--- src/hw/gat_score_consts.svh ---
`ifndef GAT_SCORE_CONSTS_SVH
`define GAT_SCORE_CONSTS_SVH

// Graph and feature sizes
`define GAT_NUM_NODES     16
`define GAT_FEAT_IN       8
`define GAT_FEAT_OUT      4

// Datapath widths, all signed
`define GAT_DATA_W        8
`define GAT_WH_W          20
`define GAT_SCORE_W       32

// Sparse feature storage
`define GAT_H_DEPTH       128
`define GAT_ROW_LEN_W     4

// Weight memory holds W row-major, then a
// W(i, k) at i * FEAT_OUT + k, a[j] at A_BASE + j
`define GAT_A_BASE        32
`define GAT_WGT_DEPTH     40

// Score queue
`define GAT_Q_DEPTH       4
`define GAT_Q_CNT_W       ($clog2(`GAT_Q_DEPTH + 1))

`endif

--- src/hw/gat_calc_pkg.sv ---
`include "gat_score_consts.svh"

package gat_calc_pkg;

  // Weight, attention and feature values share this width
  typedef logic signed [`GAT_DATA_W-1:0] wgt_t;

  typedef logic signed [`GAT_WH_W-1:0] wh_elem_t;

  // Element k sits in slice k
  typedef wh_elem_t [`GAT_FEAT_OUT-1:0] wh_row_t;

  typedef logic signed [`GAT_SCORE_W-1:0] score_t;

  // [1] source score, [0] destination score
  typedef score_t [1:0] score_pair_t;

endpackage

--- src/hw/gat_mem_pkg.sv ---
`include "gat_score_consts.svh"

package gat_mem_pkg;

  // Column index of a nonzero, low bits of a sparse word
  localparam int COL_W = $clog2(`GAT_FEAT_IN);
  localparam int H_WORD_W = `GAT_DATA_W + COL_W;

  // Signed value in the high bits, column in the low bits
  typedef logic [H_WORD_W-1:0] h_word_t;

  typedef logic [$clog2(`GAT_H_DEPTH)-1:0] h_addr_t;

  // Row length of one node; rows are packed back to back from address 0
  typedef logic [`GAT_ROW_LEN_W-1:0] node_info_t;

  typedef logic [$clog2(`GAT_NUM_NODES)-1:0] node_idx_t;

  typedef logic [$clog2(`GAT_WGT_DEPTH)-1:0] wgt_addr_t;

endpackage

--- src/hw/weight_loader.sv ---
`timescale 1ns/100ps
`include "gat_score_consts.svh"

module weight_loader (
  input  logic                                                  clk,
  input  logic                                                  rst_n,
  input  logic                                                  load_i,
  output gat_mem_pkg::wgt_addr_t                                wgt_addr_o,
  input  gat_calc_pkg::wgt_t                                    wgt_i,
  output logic                                                  w_ready_o,
  output gat_calc_pkg::wgt_t [`GAT_FEAT_IN*`GAT_FEAT_OUT-1:0]   w_o,
  output gat_calc_pkg::wgt_t [2*`GAT_FEAT_OUT-1:0]              a_o
);

  import gat_mem_pkg::*;
  import gat_calc_pkg::*;

  localparam wgt_addr_t LAST_ADDR = wgt_addr_t'(`GAT_WGT_DEPTH - 1);

  logic                           busy_q;
  wgt_addr_t                      addr_q;
  logic                           rd_vld_q;
  wgt_addr_t                      rd_addr_q;
  wgt_t [`GAT_WGT_DEPTH-1:0]      regs_q;

  assign wgt_addr_o = addr_q;

  // Sweep all weight words, one address per cycle
  always_ff @(posedge clk or negedge rst_n) begin
    if (!rst_n) begin
      busy_q    <= 1'b0;
      addr_q    <= '0;
      rd_vld_q  <= 1'b0;
      w_ready_o <= 1'b0;
    end else begin
      rd_vld_q <= busy_q;
      if (load_i) begin
        busy_q    <= 1'b1;
        addr_q    <= '0;
        w_ready_o <= 1'b0;
      end else begin
        if (busy_q) begin
          if (addr_q == LAST_ADDR) begin
            busy_q <= 1'b0;
          end else begin
            addr_q <= addr_q + 1'b1;
          end
        end
        // Last word lands this cycle
        if (rd_vld_q && (rd_addr_q == LAST_ADDR)) begin
          w_ready_o <= 1'b1;
        end
      end
    end
  end

  // Read data returns one cycle after its address
  always_ff @(posedge clk) begin
    rd_addr_q <= addr_q;
    if (rd_vld_q) begin
      regs_q[rd_addr_q] <= wgt_i;
    end
  end

  assign w_o = regs_q[`GAT_A_BASE-1:0];
  assign a_o = regs_q[`GAT_WGT_DEPTH-1:`GAT_A_BASE];

endmodule

--- config.mk ---
export PLATFORM = sky130hd
export DESIGN_NAME = weight_loader
export DESIGN_NICKNAME = d
export VERILOG_FILES = /design/src/hw/gat_calc_pkg.sv /design/src/hw/gat_mem_pkg.sv /design/src/hw/weight_loader.sv
export VERILOG_INCLUDE_DIRS = /design/src /design/src/hw
export SDC_FILE = /design/constraint.sdc
export NUM_CORES = 1
export LEC_CHECK = 0
export BUFFER_PORTS_ARGS = -buffer_cell sky130_fd_sc_hd__buf_2
export CAP_MARGIN = 10
export CORE_ASPECT_RATIO = 1.4
export CORE_MARGIN = 2
export CORE_UTILIZATION = 45
export CTS_CLUSTER_SIZE = 16
export DETAILED_ROUTE_END_ITERATION = 8
export GPL_TIMING_DRIVEN = 1
export PLACE_DENSITY = 0.75
export SLEW_MARGIN = 20
export SYNTH_ARGS = -nofsm -noshare
export SYNTH_HDL_FRONTEND = slang
export SYNTH_SLANG_ARGS = --single-unit
--- constraint.sdc ---
create_clock -name clk -period 1.8 [get_ports clk]
set_input_delay 0.18 -clock clk [delete_from_list [all_inputs] [get_ports clk]]
set_output_delay 0.18 -clock clk [all_outputs]
set_load 0.05 [all_outputs]
# Word-level counts from Yosys, hierarchy flattened
# Index checks and enable logic that the tools add are counted.
dict set report word_totals {
  ff_bits 335
  in_bits 11
  output_inout_bits 327
  wordCells 67
}
dict set report op_classes {
  n_addsub 1
  order_cmp 2
  eq_ne 3
  mux 11
  n_reduce_logical 5
}
# cell n
set ops {}
lappend ops {{bitwise mux 320 bit} 1}
lappend ops {{demux 8 bit (select 6 bit)} 1}
lappend ops {{two-way mux 6 bit} 3}
lappend ops {{equality test 6 bit, second input constant} 2}
lappend ops {{two-way mux 8 bit} 1}
lappend ops {{< comparator 6 x 7 -> 1 bit, second input constant} 1}
lappend ops {{adder 6 x 1 -> 6 bit, second input constant} 1}
lappend ops {{greater-or-equal comparator 6 x 1 -> 1 bit, second input constant} 1}
lappend ops {{two-way mux 1 bit} 5}
lappend ops {{nonzero test 2 bit} 2}
lappend ops {{logical AND 1 bit} 2}
lappend ops {{!= test 2 bit, second input constant} 1}
lappend ops {{AND reduction 2 bit} 1}

# Logic depth before layout (Yosys ltp)
# Gate-level depths: netlist of the first run.
dict set report depth {
  ltp_word 5
  mapped_depth 4
  mapped_depth_nobuf 4
}

# Worst setup path before layout of the first run
# Ideal clock, no wire load.
dict set report synth_timing {
  kind {reg-to-reg}
  from {register rd_vld_q}
  to {register regs_q (netlist bit w_o[0]), enable pin}
  setup_ns 0.383
  arrival_ns 1.444
  t_required_ns 1.417
  path_slack_ns -0.028
  stages_incl_launch_ff 4
  n_path_buf 0
  synth_period_minus_slack_ns 1.828
  cell_sequence {dfrtp_1 > nor4b_1 > nand2b_1 > nor3_1}
}
# item line_no
set synth_rtl {}
lappend synth_rtl {{start: declaration} weight_loader.sv:22} ;# logic rd_vld_q;
lappend synth_rtl {{start signal: assignment} weight_loader.sv:36} ;# rd_vld_q <= busy_q;
lappend synth_rtl {{end signal: indexed assignment} weight_loader.sv:61} ;# regs_q[rd_addr_q] <= wgt_i;
lappend synth_rtl {{end: declaration} weight_loader.sv:24} ;# wgt_t [`GAT_WGT_DEPTH-1:0] regs_q;

==> flow_summary.json, run 1 <==
{
  "io_pins": 338,
  "status": "finished clean",
  "first_pass_iters": 4,
  "fin_skew_ps": 14.4,
  "dr_total_vias": 5783,
  "syn_area_um2": 10500,
  "worstSkewPairLatency_ps": 530,
  "final.setup.tns_ps": 0,
  "viasPerCell": 4.87,
  "die_x_um": 133,
  "p_sw_mw": 4.24,
  "synth_area_leaders": "edfxtp_1 91%, dfrtp_1 2.1%, nor2_1 1.5%, dfxtp_1 1.1%, nand2b_1 0.30%",
  "dpl.hpwl_um": 17300,
  "critPathCaptureType": "flop",
  "grt_remaining_overflow": 0,
  "grt_pass1_wl_um": 35700,
  "p_clk_share_pct": 35.1,
  "avgSynthCellArea_um2": 24.0,
  "power.internal_mw": 12.7,
  "final_cells": 1187,
  "postRouteAntennaNets": 0,
  "finalNetCount": 874,
  "holdWs_ps": 48.1,
  "fin_crit_sh_pct": 92.2,
  "worstPathMaxFanout": 8,
  "dp_cells": 1136,
  "hold_class": "primary input to async pin",
  "seqPwrFrac_pct": 53.3,
  "tightestPinTransition_ps": 511,
  "setup_viol": 0,
  "postSynthNetCount": 450,
  "vdd_drop_max_mv": 0.967,
  "gp_congestion": 0.847,
  "grt_util_all_layers_pct": 20.0,
  "core_area_um2": 23100,
  "io_buffers": 337,
  "drtIter0Drc": 352,
  "cts_made_buffers": 28,
  "routed_wirelength_um": 25800,
  "path_class": "flop to flop",
  "cap_violations": 0,
  "yosys_most_used_dff": "edfxtp_1",
  "critPathSlowestCell": "or3b_2",
  "drc": 0,
  "chipHeight_um": 185,
  "cts_max_path_buffers": 3,
  "ys_seq_area_share_pct": 94.7,
  "finalCriticalPeriod_ps": 1660,
  "synth.distinct_cells": 34,
  "synth-seq-cells": 335,
  "final_layout_size_suffix_gt1_share_pct": 51.2,
  "rows": 66,
  "path_clk_slew_ps": 60,
  "post-place-ws_ps": 127,
  "grt_max_degree": 41,
  "hold_violations": 0,
  "yosysWarnings": 0,
  "wl_per_cell_um": 21.8,
  "diodes": 0,
  "async_flop_share_pct": 2.69,
  "leakagePower_nw": 5.32,
  "relSlewSlack_pct": 65.8,
  "critPathRequiredTime_ps": 2040,
  "slew_viol_final": 0,
  "critPathMaxStageDelay_ps": 630,
  "synth_top_area_share_pct": 91.5,
  "initial_utilization_pct": 45.4,
  "clock_sinks": 335,
  "synth-edff-count": 320,
  "cp.arrival_ps": 1900,
  "critPathLaunchType": "flop",
  "cts_tree": "done",
  "grt_pass1_vias": 5602,
  "synth_top_area_cell": "edfxtp_1",
  "cts_root_buf": "clkbuf_16",
  "combPwrFrac_pct": 11.7,
  "p_per_area_nw_per_um2": 1210,
  "antenna_found_initial": 0,
  "dieArea_um2": 24600,
  "worst_slack_ps": 140,
  "post_cts_buffers": 0,
  "cts-htree-levels": 1,
  "area_growth_pct": 33.4,
  "switching_share_pct": 25.0,
  "max_freq_mhz": 602,
  "cp_cell_sequence": "or3b_2 -> nor2_1 -> buf_4",
  "synthCells": 438,
  "r2r_slack_ps": 140,
  "rsz0062_at_grt": "no"
}
[power groups by stage]
stage,Sequential (mW),Clock (mW),Combinational [mW]
3_3_place_gp,9.17,0,1.96
2_1_floorplan,10.0,0,0.376
6_report,9.00,5.93,1.97
5_1_grt,9.03,6.30,2.07
4_1_cts,9.01,6.03,1.99
3_5_place_dp,9.17,0,1.99
[metal layers]
metal	GRT usage [%]	routed length, µm	vias to the layer above
met5	0	0	-
met4	7.57	908	0
met3	2.87	1310	56
met2	38.5	14400	277
met1	22.4	9190	2895
li1	-	-	2555
[synth_stat cells (all sizes together), types with 2 or more instances]
| master | n |
|---|---|
| nor2 | 43 |
| nand2 | 8 |
| a21oi | 2 |
| or3 | 2 |
| nor3b | 2 |
| buf | 3 |
| dfrtp | 9 |
| nor3 | 3 |
| nand4 | 3 |
| dfxtp | 6 |
| nor2b | 4 |
| or3b | 3 |
| o21ai | 3 |
| clkbuf | 4 |
| nand3 | 5 |
| nand3b | 2 |
| nand2b | 5 |
| edfxtp | 320 |
[state kept, by name (all words and copies together) (netlist names)]
register	cells
w_o	256
busy_q	1
wgt_addr_o	6
w_ready_o	1
rd_vld_q	1
a_o	64
rd_addr_q	6
[cell usage in the layout (no fill, tap or decap), drive strengths merged, types with 3 or more instances in the layout]
| cell | instances |
|---|---|
| edfxtp | 320 |
| buf | 399 |
| nand2b | 5 |
| nor3 | 3 |
| dfrtp | 9 |
| clkbuf | 33 |
| dfxtp | 6 |
| bufinv | 3 |
| nor2b | 4 |
| clkinvlp | 4 |
| nor2 | 43 |
| nand4 | 3 |
| clkinv | 8 |
| nand2 | 8 |
| o21ai | 3 |
| or3b | 3 |
| nand3 | 5 |
[what timing repair did]
item,in CTS,in global routing
resized for setup,0,1
endpoints found under the hold margin,10,0
hold buffers,2,0
setup endpoints to repair,0,8
[worst max-delay path, delay by kind of cell, from the launching register on]
family | cells | cell delay [ps]
buf+inv | 1 | 180
flops | 1 | 390
simple gates | 2 | 800
[final cells by class]
type,count,area (µm²)
Inverter,1,3.75
Sequential cell,335,9950
Clock buffer,33,741
Timing Repair Buffer,401,2250
Clock inverter,16,166
Fill cell,1693,9100
Tap cell,306,383
Multi-Input combinational cell,95,527
[worst paths after layout]
| kind | start | end | cells past startpoint |
|---|---|---|---|
| worst min-delay path | rst_n | wgt_addr_o[5] | 2 |
| min in group clk | wgt_i[7] | w_o[135] | 1 |
| worst max-delay path | rd_addr_q[3] | w_o[80] | 3 |
| worst max register to register | rd_addr_q[3] | w_o[80] | 3 |
| worst min register to register | wgt_addr_o[5] | rd_addr_q[5] | 0 |
| max in group asynchronous | rst_n | w_ready_o | 2 |
[logic make-up (layout without fill, tap and decap cells)]
group / count (synthesis) / after routing / share of synthesized area, %
flip-flops: 335 / 335 / 94.7
AND/OR/NAND/NOR: 83 / 83 / 4.00
AO/OA/AOI/OAI: 10 / 10 / 0.655
buffers and inverters: 8 / 451 / 0.405
adder cells (fa/ha/maj): 1 / 1 / 0.119
XOR/XNOR: 1 / 1 / 0.0834
[per-stage QoR]
stage / util (%) / power [mW] / area (µm²)
2_1_floorplan: - / 10.4 / 10500
3_3_place_gp: 56.6 / 11.1 / 13100
3_5_place_dp: 56.6 / 11.2 / 13100
4_1_cts: 60.6 / 17.0 / 14000
5_1_grt: 60.6 / 17.4 / 14000
6_report: 60.6 / 16.9 / 14000
Note: power is estimated with default switching activity, not from simulation.
==> run 2, diff against run 1 <==
--- a/config.mk
+++ b/config.mk
@@ -14,6 +14,7 @@
 export CTS_CLUSTER_SIZE = 16
 export DETAILED_ROUTE_END_ITERATION = 8
 export GPL_TIMING_DRIVEN = 1
+export MAX_ROUTING_LAYER = met4
 export PLACE_DENSITY = 0.75
 export SLEW_MARGIN = 20
 export SYNTH_ARGS = -nofsm -noshare
==> run 2 against run 1 <==
  * Wire length increased by 0.23%
  * Maximum frequency about the same
  * First-iteration DRC count decreased by 6.5%
  * Highest routed layer unchanged
  * Utilization unchanged
  * Global-route usage increased by 0.61 points
  * Final cell count unchanged
  * Clock skew decreased by 1.4 ps
  * Combinational power about the same
==> flow_summary.json, run 2 (same netlist as run 1, synthesis figures left out) <==
{
  "status": "finished clean",
  "cts_max_path_buffers": 3,
  "die_x_um": 133,
  "postRouteAntennaNets": 0,
  "clock_sinks": 335,
  "combPwrFrac_pct": 11.7,
  "grt_max_degree": 41,
  "p_clk_share_pct": 35.1,
  "drtIter0Drc": 329,
  "cts_root_buf": "clkbuf_16",
  "area_growth_pct": 33.4,
  "final_util_pct": 60.6,
  "power.internal_mw": 12.7,
  "cts_tree": "done",
  "io_buffers": 337,
  "seqPwrFrac_pct": 53.3,
  "first_pass_iters": 4,
  "relSlewSlack_pct": 65.4,
  "finalNetCount": 874,
  "critPathRequiredTime_ps": 2040,
  "path_clk_slew_ps": 60,
  "place_area_um2": 13100,
  "critPathLaunchType": "flop",
  "chipHeight_um": 185,
  "rsz0062_at_grt": "no",
  "grt_util_all_layers_pct": 20.6,
  "finalCriticalPeriod_ps": 1660,
  "antenna_found_initial": 0,
  "cts_made_buffers": 28,
  "final_layout_size_suffix_gt1_share_pct": 51.2,
  "tightestPinTransition_ps": 518,
  "hold_violations": 0,
  "worstSkewPairLatency_ps": 530,
  "gp_congestion": 0.860,
  "final.setup.tns_ps": 0,
  "holdWs_ps": 44.8,
  "wl_per_cell_um": 21.8,
  "diodes": 0,
  "critPathCaptureType": "flop",
  "largest_reg_flops": 256,
  "post_cts_buffers": 0,
  "dieArea_um2": 24600,
  "io_pins": 338,
  "cp.arrival_ps": 1900,
  "cap_violations": 0,
  "final_cell_mix": "337 x buf_2, 320 x edfxtp_1, 56 x buf_4",
  "routed_wirelength_um": 25900,
  "max_freq_mhz": 602,
  "hold_class": "primary input to async pin",
  "initial_utilization_pct": 45.4,
  "vdd_drop_max_mv": 0.964,
  "fin_crit_sh_pct": 92.2,
  "final_common_cell": "buf_2",
  "dr_total_vias": 5804,
  "path_class": "flop to flop",
  "grt_pass1_wl_um": 35700,
  "setup_viol": 0,
  "drc": 0,
  "switching_share_pct": 25.0,
  "dp_cells": 1136,
  "dpl.hpwl_um": 17300,
  "post-place-ws_ps": 127,
  "slew_viol_final": 0,
  "grt_remaining_overflow": 0,
  "power_mw": 16.9,
  "viasPerCell": 4.89,
  "worstPathMaxFanout": 8,
  "p_sw_mw": 4.23,
  "stdcell_area_um2": 14000,
  "rows": 66,
  "cts-htree-levels": 1,
  "grt_pass1_vias": 5599,
  "fin_skew_ps": 13.0,
  "p_per_area_nw_per_um2": 1210,
  "core_area_um2": 23100,
  "leakagePower_nw": 5.32,
  "worst_slack_ps": 140,
  "final_cells": 1187
}
run 2: critical path, cell delays in order (launching register included):
cell and delay (ps):
dfxtp_1 390, or3b_2 630, nor2_1 160, buf_4 180
run 2: power groups by stage:
| stage | combinational (mW) | sequential, mW | clock (mW) |
|---|---|---|---|
| finish | 1.97 | 9.01 | 5.93 |
| global route | 2.07 | 9.03 | 6.30 |
| CTS | 1.99 | 9.01 | 6.03 |
| detailed placement | 1.99 | 9.17 | 0 |
| global placement | 1.96 | 9.17 | 0 |
| floorplan | 0.376 | 10.0 | 0 |
run 2: worst paths after layout:
check                               from  depth (start not counted)            end  slack [ps]
max reg2reg                 rd_addr_q[3]                          3        w_o[78]         140
max                         rd_addr_q[3]                          3        w_o[78]         140
min reg2reg                wgt_addr_o[5]                          0   rd_addr_q[5]         440
min in group clk                wgt_i[7]                          1       w_o[135]         100
max in group asynchronous          rst_n                          2      w_ready_o        1560
min                                rst_n                          2  wgt_addr_o[5]          40
run 2: cell type report:
type / instances / area, µm²
clock buffers: 33 / 741
multi-input cells: 95 / 527
flip-flops and latches: 335 / 9950
clock inverters: 16 / 166
repair buffers: 401 / 2250
well taps: 306 / 383
inverters: 1 / 3.75
fillers: 1693 / 9100
run 2: what timing repair did:
item	4_1_cts	5_1_grt
resized for setup	0	1
hold buffers	2	0
endpoints found under the hold margin	10	0
setup endpoints to repair	0	8
run 2: per-layer routing:
layer	share of wire, %	global-route usage [%]	vias up
li1	-	-	2557
met2	56	38.4	285
met4	3.5	7.57	0
met3	4.8	2.46	59
met5	0	-	-
met1	36	22.8	2903
==> run 3, diff against run 2 <==
--- a/config.mk
+++ b/config.mk
@@ -15,8 +15,9 @@
 export DETAILED_ROUTE_END_ITERATION = 8
 export GPL_TIMING_DRIVEN = 1
 export MAX_ROUTING_LAYER = met4
-export PLACE_DENSITY = 0.75
+export PLACE_DENSITY = 0.73
 export SLEW_MARGIN = 20
 export SYNTH_ARGS = -nofsm -noshare
 export SYNTH_HDL_FRONTEND = slang
 export SYNTH_SLANG_ARGS = --single-unit
+export TNS_END_PERCENT = 10
==> run 3 against run 2 <==
  * Wire length shrank 1.1%
  * Die area is the same
  * Setup slack improved by 5.5 ps
  * Register-to-register slack hardly changed
  * Final cell count fell by 0.25%
  * Combinational power is essentially flat
  * Clock power up 12%
  * Maximum frequency grew 0.33%
  * Critical endpoint is now a_o[61]
  * Sequential cell count unchanged
  * Count of clock-buffer cells in the layout is the same
  * Non-clock buffer count is 7 lower
==> flow_summary.json, run 3 (same netlist as run 1, synthesis figures left out) <==
{
  "drtIter0Drc": 471,
  "viasPerCell": 4.90,
  "gp_congestion": 0.821,
  "fin_skew_ps": 8.13,
  "cts-htree-levels": 1,
  "antenna_found_initial": 0,
  "cts_root_buf": "clkbuf_16",
  "postRouteAntennaNets": 0,
  "dpl.hpwl_um": 16600,
  "cap_violations": 0,
  "relSlewSlack_pct": 61.2,
  "path_clk_slew_ps": 60,
  "dp_cells": 1128,
  "grt_remaining_overflow": 0,
  "core_area_um2": 23100,
  "worstPathMaxFanout": 9,
  "routed_wirelength_um": 25600,
  "grt_pass1_wl_um": 35900,
  "multiInputGateArea_um2": 522,
  "critPathCaptureType": "flop",
  "regArea_um2": 9950,
  "cp.arrival_ps": 1910,
  "io_pins": 338,
  "io_buffers": 337,
  "wl_per_cell_um": 21.6,
  "critPathRequiredTime_ps": 2060,
  "path_class": "flop to flop",
  "grt_max_degree": 41,
  "drc": 0,
  "initial_utilization_pct": 45.4,
  "cts_tree": "done",
  "holdWs_ps": 29.2,
  "hold_class": "primary input to async pin",
  "finalNetCount": 868,
  "dr_total_vias": 5797,
  "critPathLaunchType": "flop",
  "worstSkewPairLatency_ps": 550,
  "vdd_drop_max_mv": 0.963,
  "rsz0062_at_grt": "no",
  "slew_viol_final": 0,
  "hold_violations": 0,
  "leakagePower_nw": 5.35,
  "final_cells": 1184,
  "die_x_um": 133,
  "largest_reg_flops": 256,
  "post-place-ws_ps": 76.4,
  "final_layout_size_suffix_gt1_share_pct": 50.8,
  "dieArea_um2": 24600,
  "diodes": 0,
  "nFillCells": 1676,
  "r2r_cells": 3,
  "fin_crit_sh_pct": 91.9,
  "p_per_area_nw_per_um2": 1250,
  "worst_slack_ps": 145,
  "final_common_cell": "buf_2",
  "finalCriticalPeriod_ps": 1650,
  "final_cell_mix": "337 x buf_2, 320 x edfxtp_1, 48 x buf_4",
  "rows": 66,
  "first_pass_iters": 5,
  "status": "finished clean",
  "area_growth_pct": 34.3,
  "chipHeight_um": 185,
  "cts_made_buffers": 29,
  "max_freq_mhz": 604,
  "grt_pass1_vias": 5621,
  "cts_max_path_buffers": 3,
  "tightestPinTransition_ps": 582,
  "setup_viol": 0,
  "clock_sinks": 335,
  "grt_util_all_layers_pct": 20.9
}
run 3: worst max-delay path, stage by stage (launching register included):
cell     delay (ps)
dfxtp_1         380
or3b_1          590
nor2_1          190
buf_4           200
run 3: report_power, final:
group	switching (mW)	internal, mW
sequential	0.125	8.89
clock	2.64	3.99
combinational	1.56	0.409
total	4.32	13.3
run 3: metrics by stage:
step	utilization (%)	power [mW]	TNS, ps	instance area [µm²]
floorplan	-	10.4	-198	10500
global placement	56.4	11.1	0	13000
detailed placement	56.4	11.2	0	13000
CTS	61.0	17.7	0	14100
global route	61.0	18.1	0	14100
finish	61.0	17.6	0	14100
run 3: cell type report:
type / instances / area share, %
Sequential cell: 335 / 70.5
Timing Repair Buffer: 394 / 15.6
Clock buffer: 33 / 5.25
Multi-Input combinational cell: 95 / 3.70
Tap cell: 306 / 2.71
Clock inverter: 20 / 2.16
Inverter: 1 / 0.0266
run 3: metal layers:
layer  GRT usage (%)  share of wire [%]  vias to the layer above
met1            24.0                 36                     2879
met5               -                  0                        -
met3            2.33                5.9                       49
met4            7.32                3.0                        0
met2            38.2                 55                      321
li1                -                  -                     2548
run 3: final timing paths:
check | startpoint | to | slack [ps]
max | rd_addr_q[5] | a_o[61] | 150
min | rst_n | w_ready_o | 30
max reg2reg | rd_addr_q[5] | a_o[61] | 150
min reg2reg | wgt_addr_o[5] | rd_addr_q[5] | 440
max in group asynchronous | rst_n | busy_q | 1580
min in group clk | wgt_i[4] | w_o[148] | 110
run 3: repair_timing:
item	4_1_cts	5_1_grt
hold buffers	2	0
resized for setup	0	1
endpoints found under the setup margin	0	16
hold endpoints to repair	13	0
buffers inserted	0	1
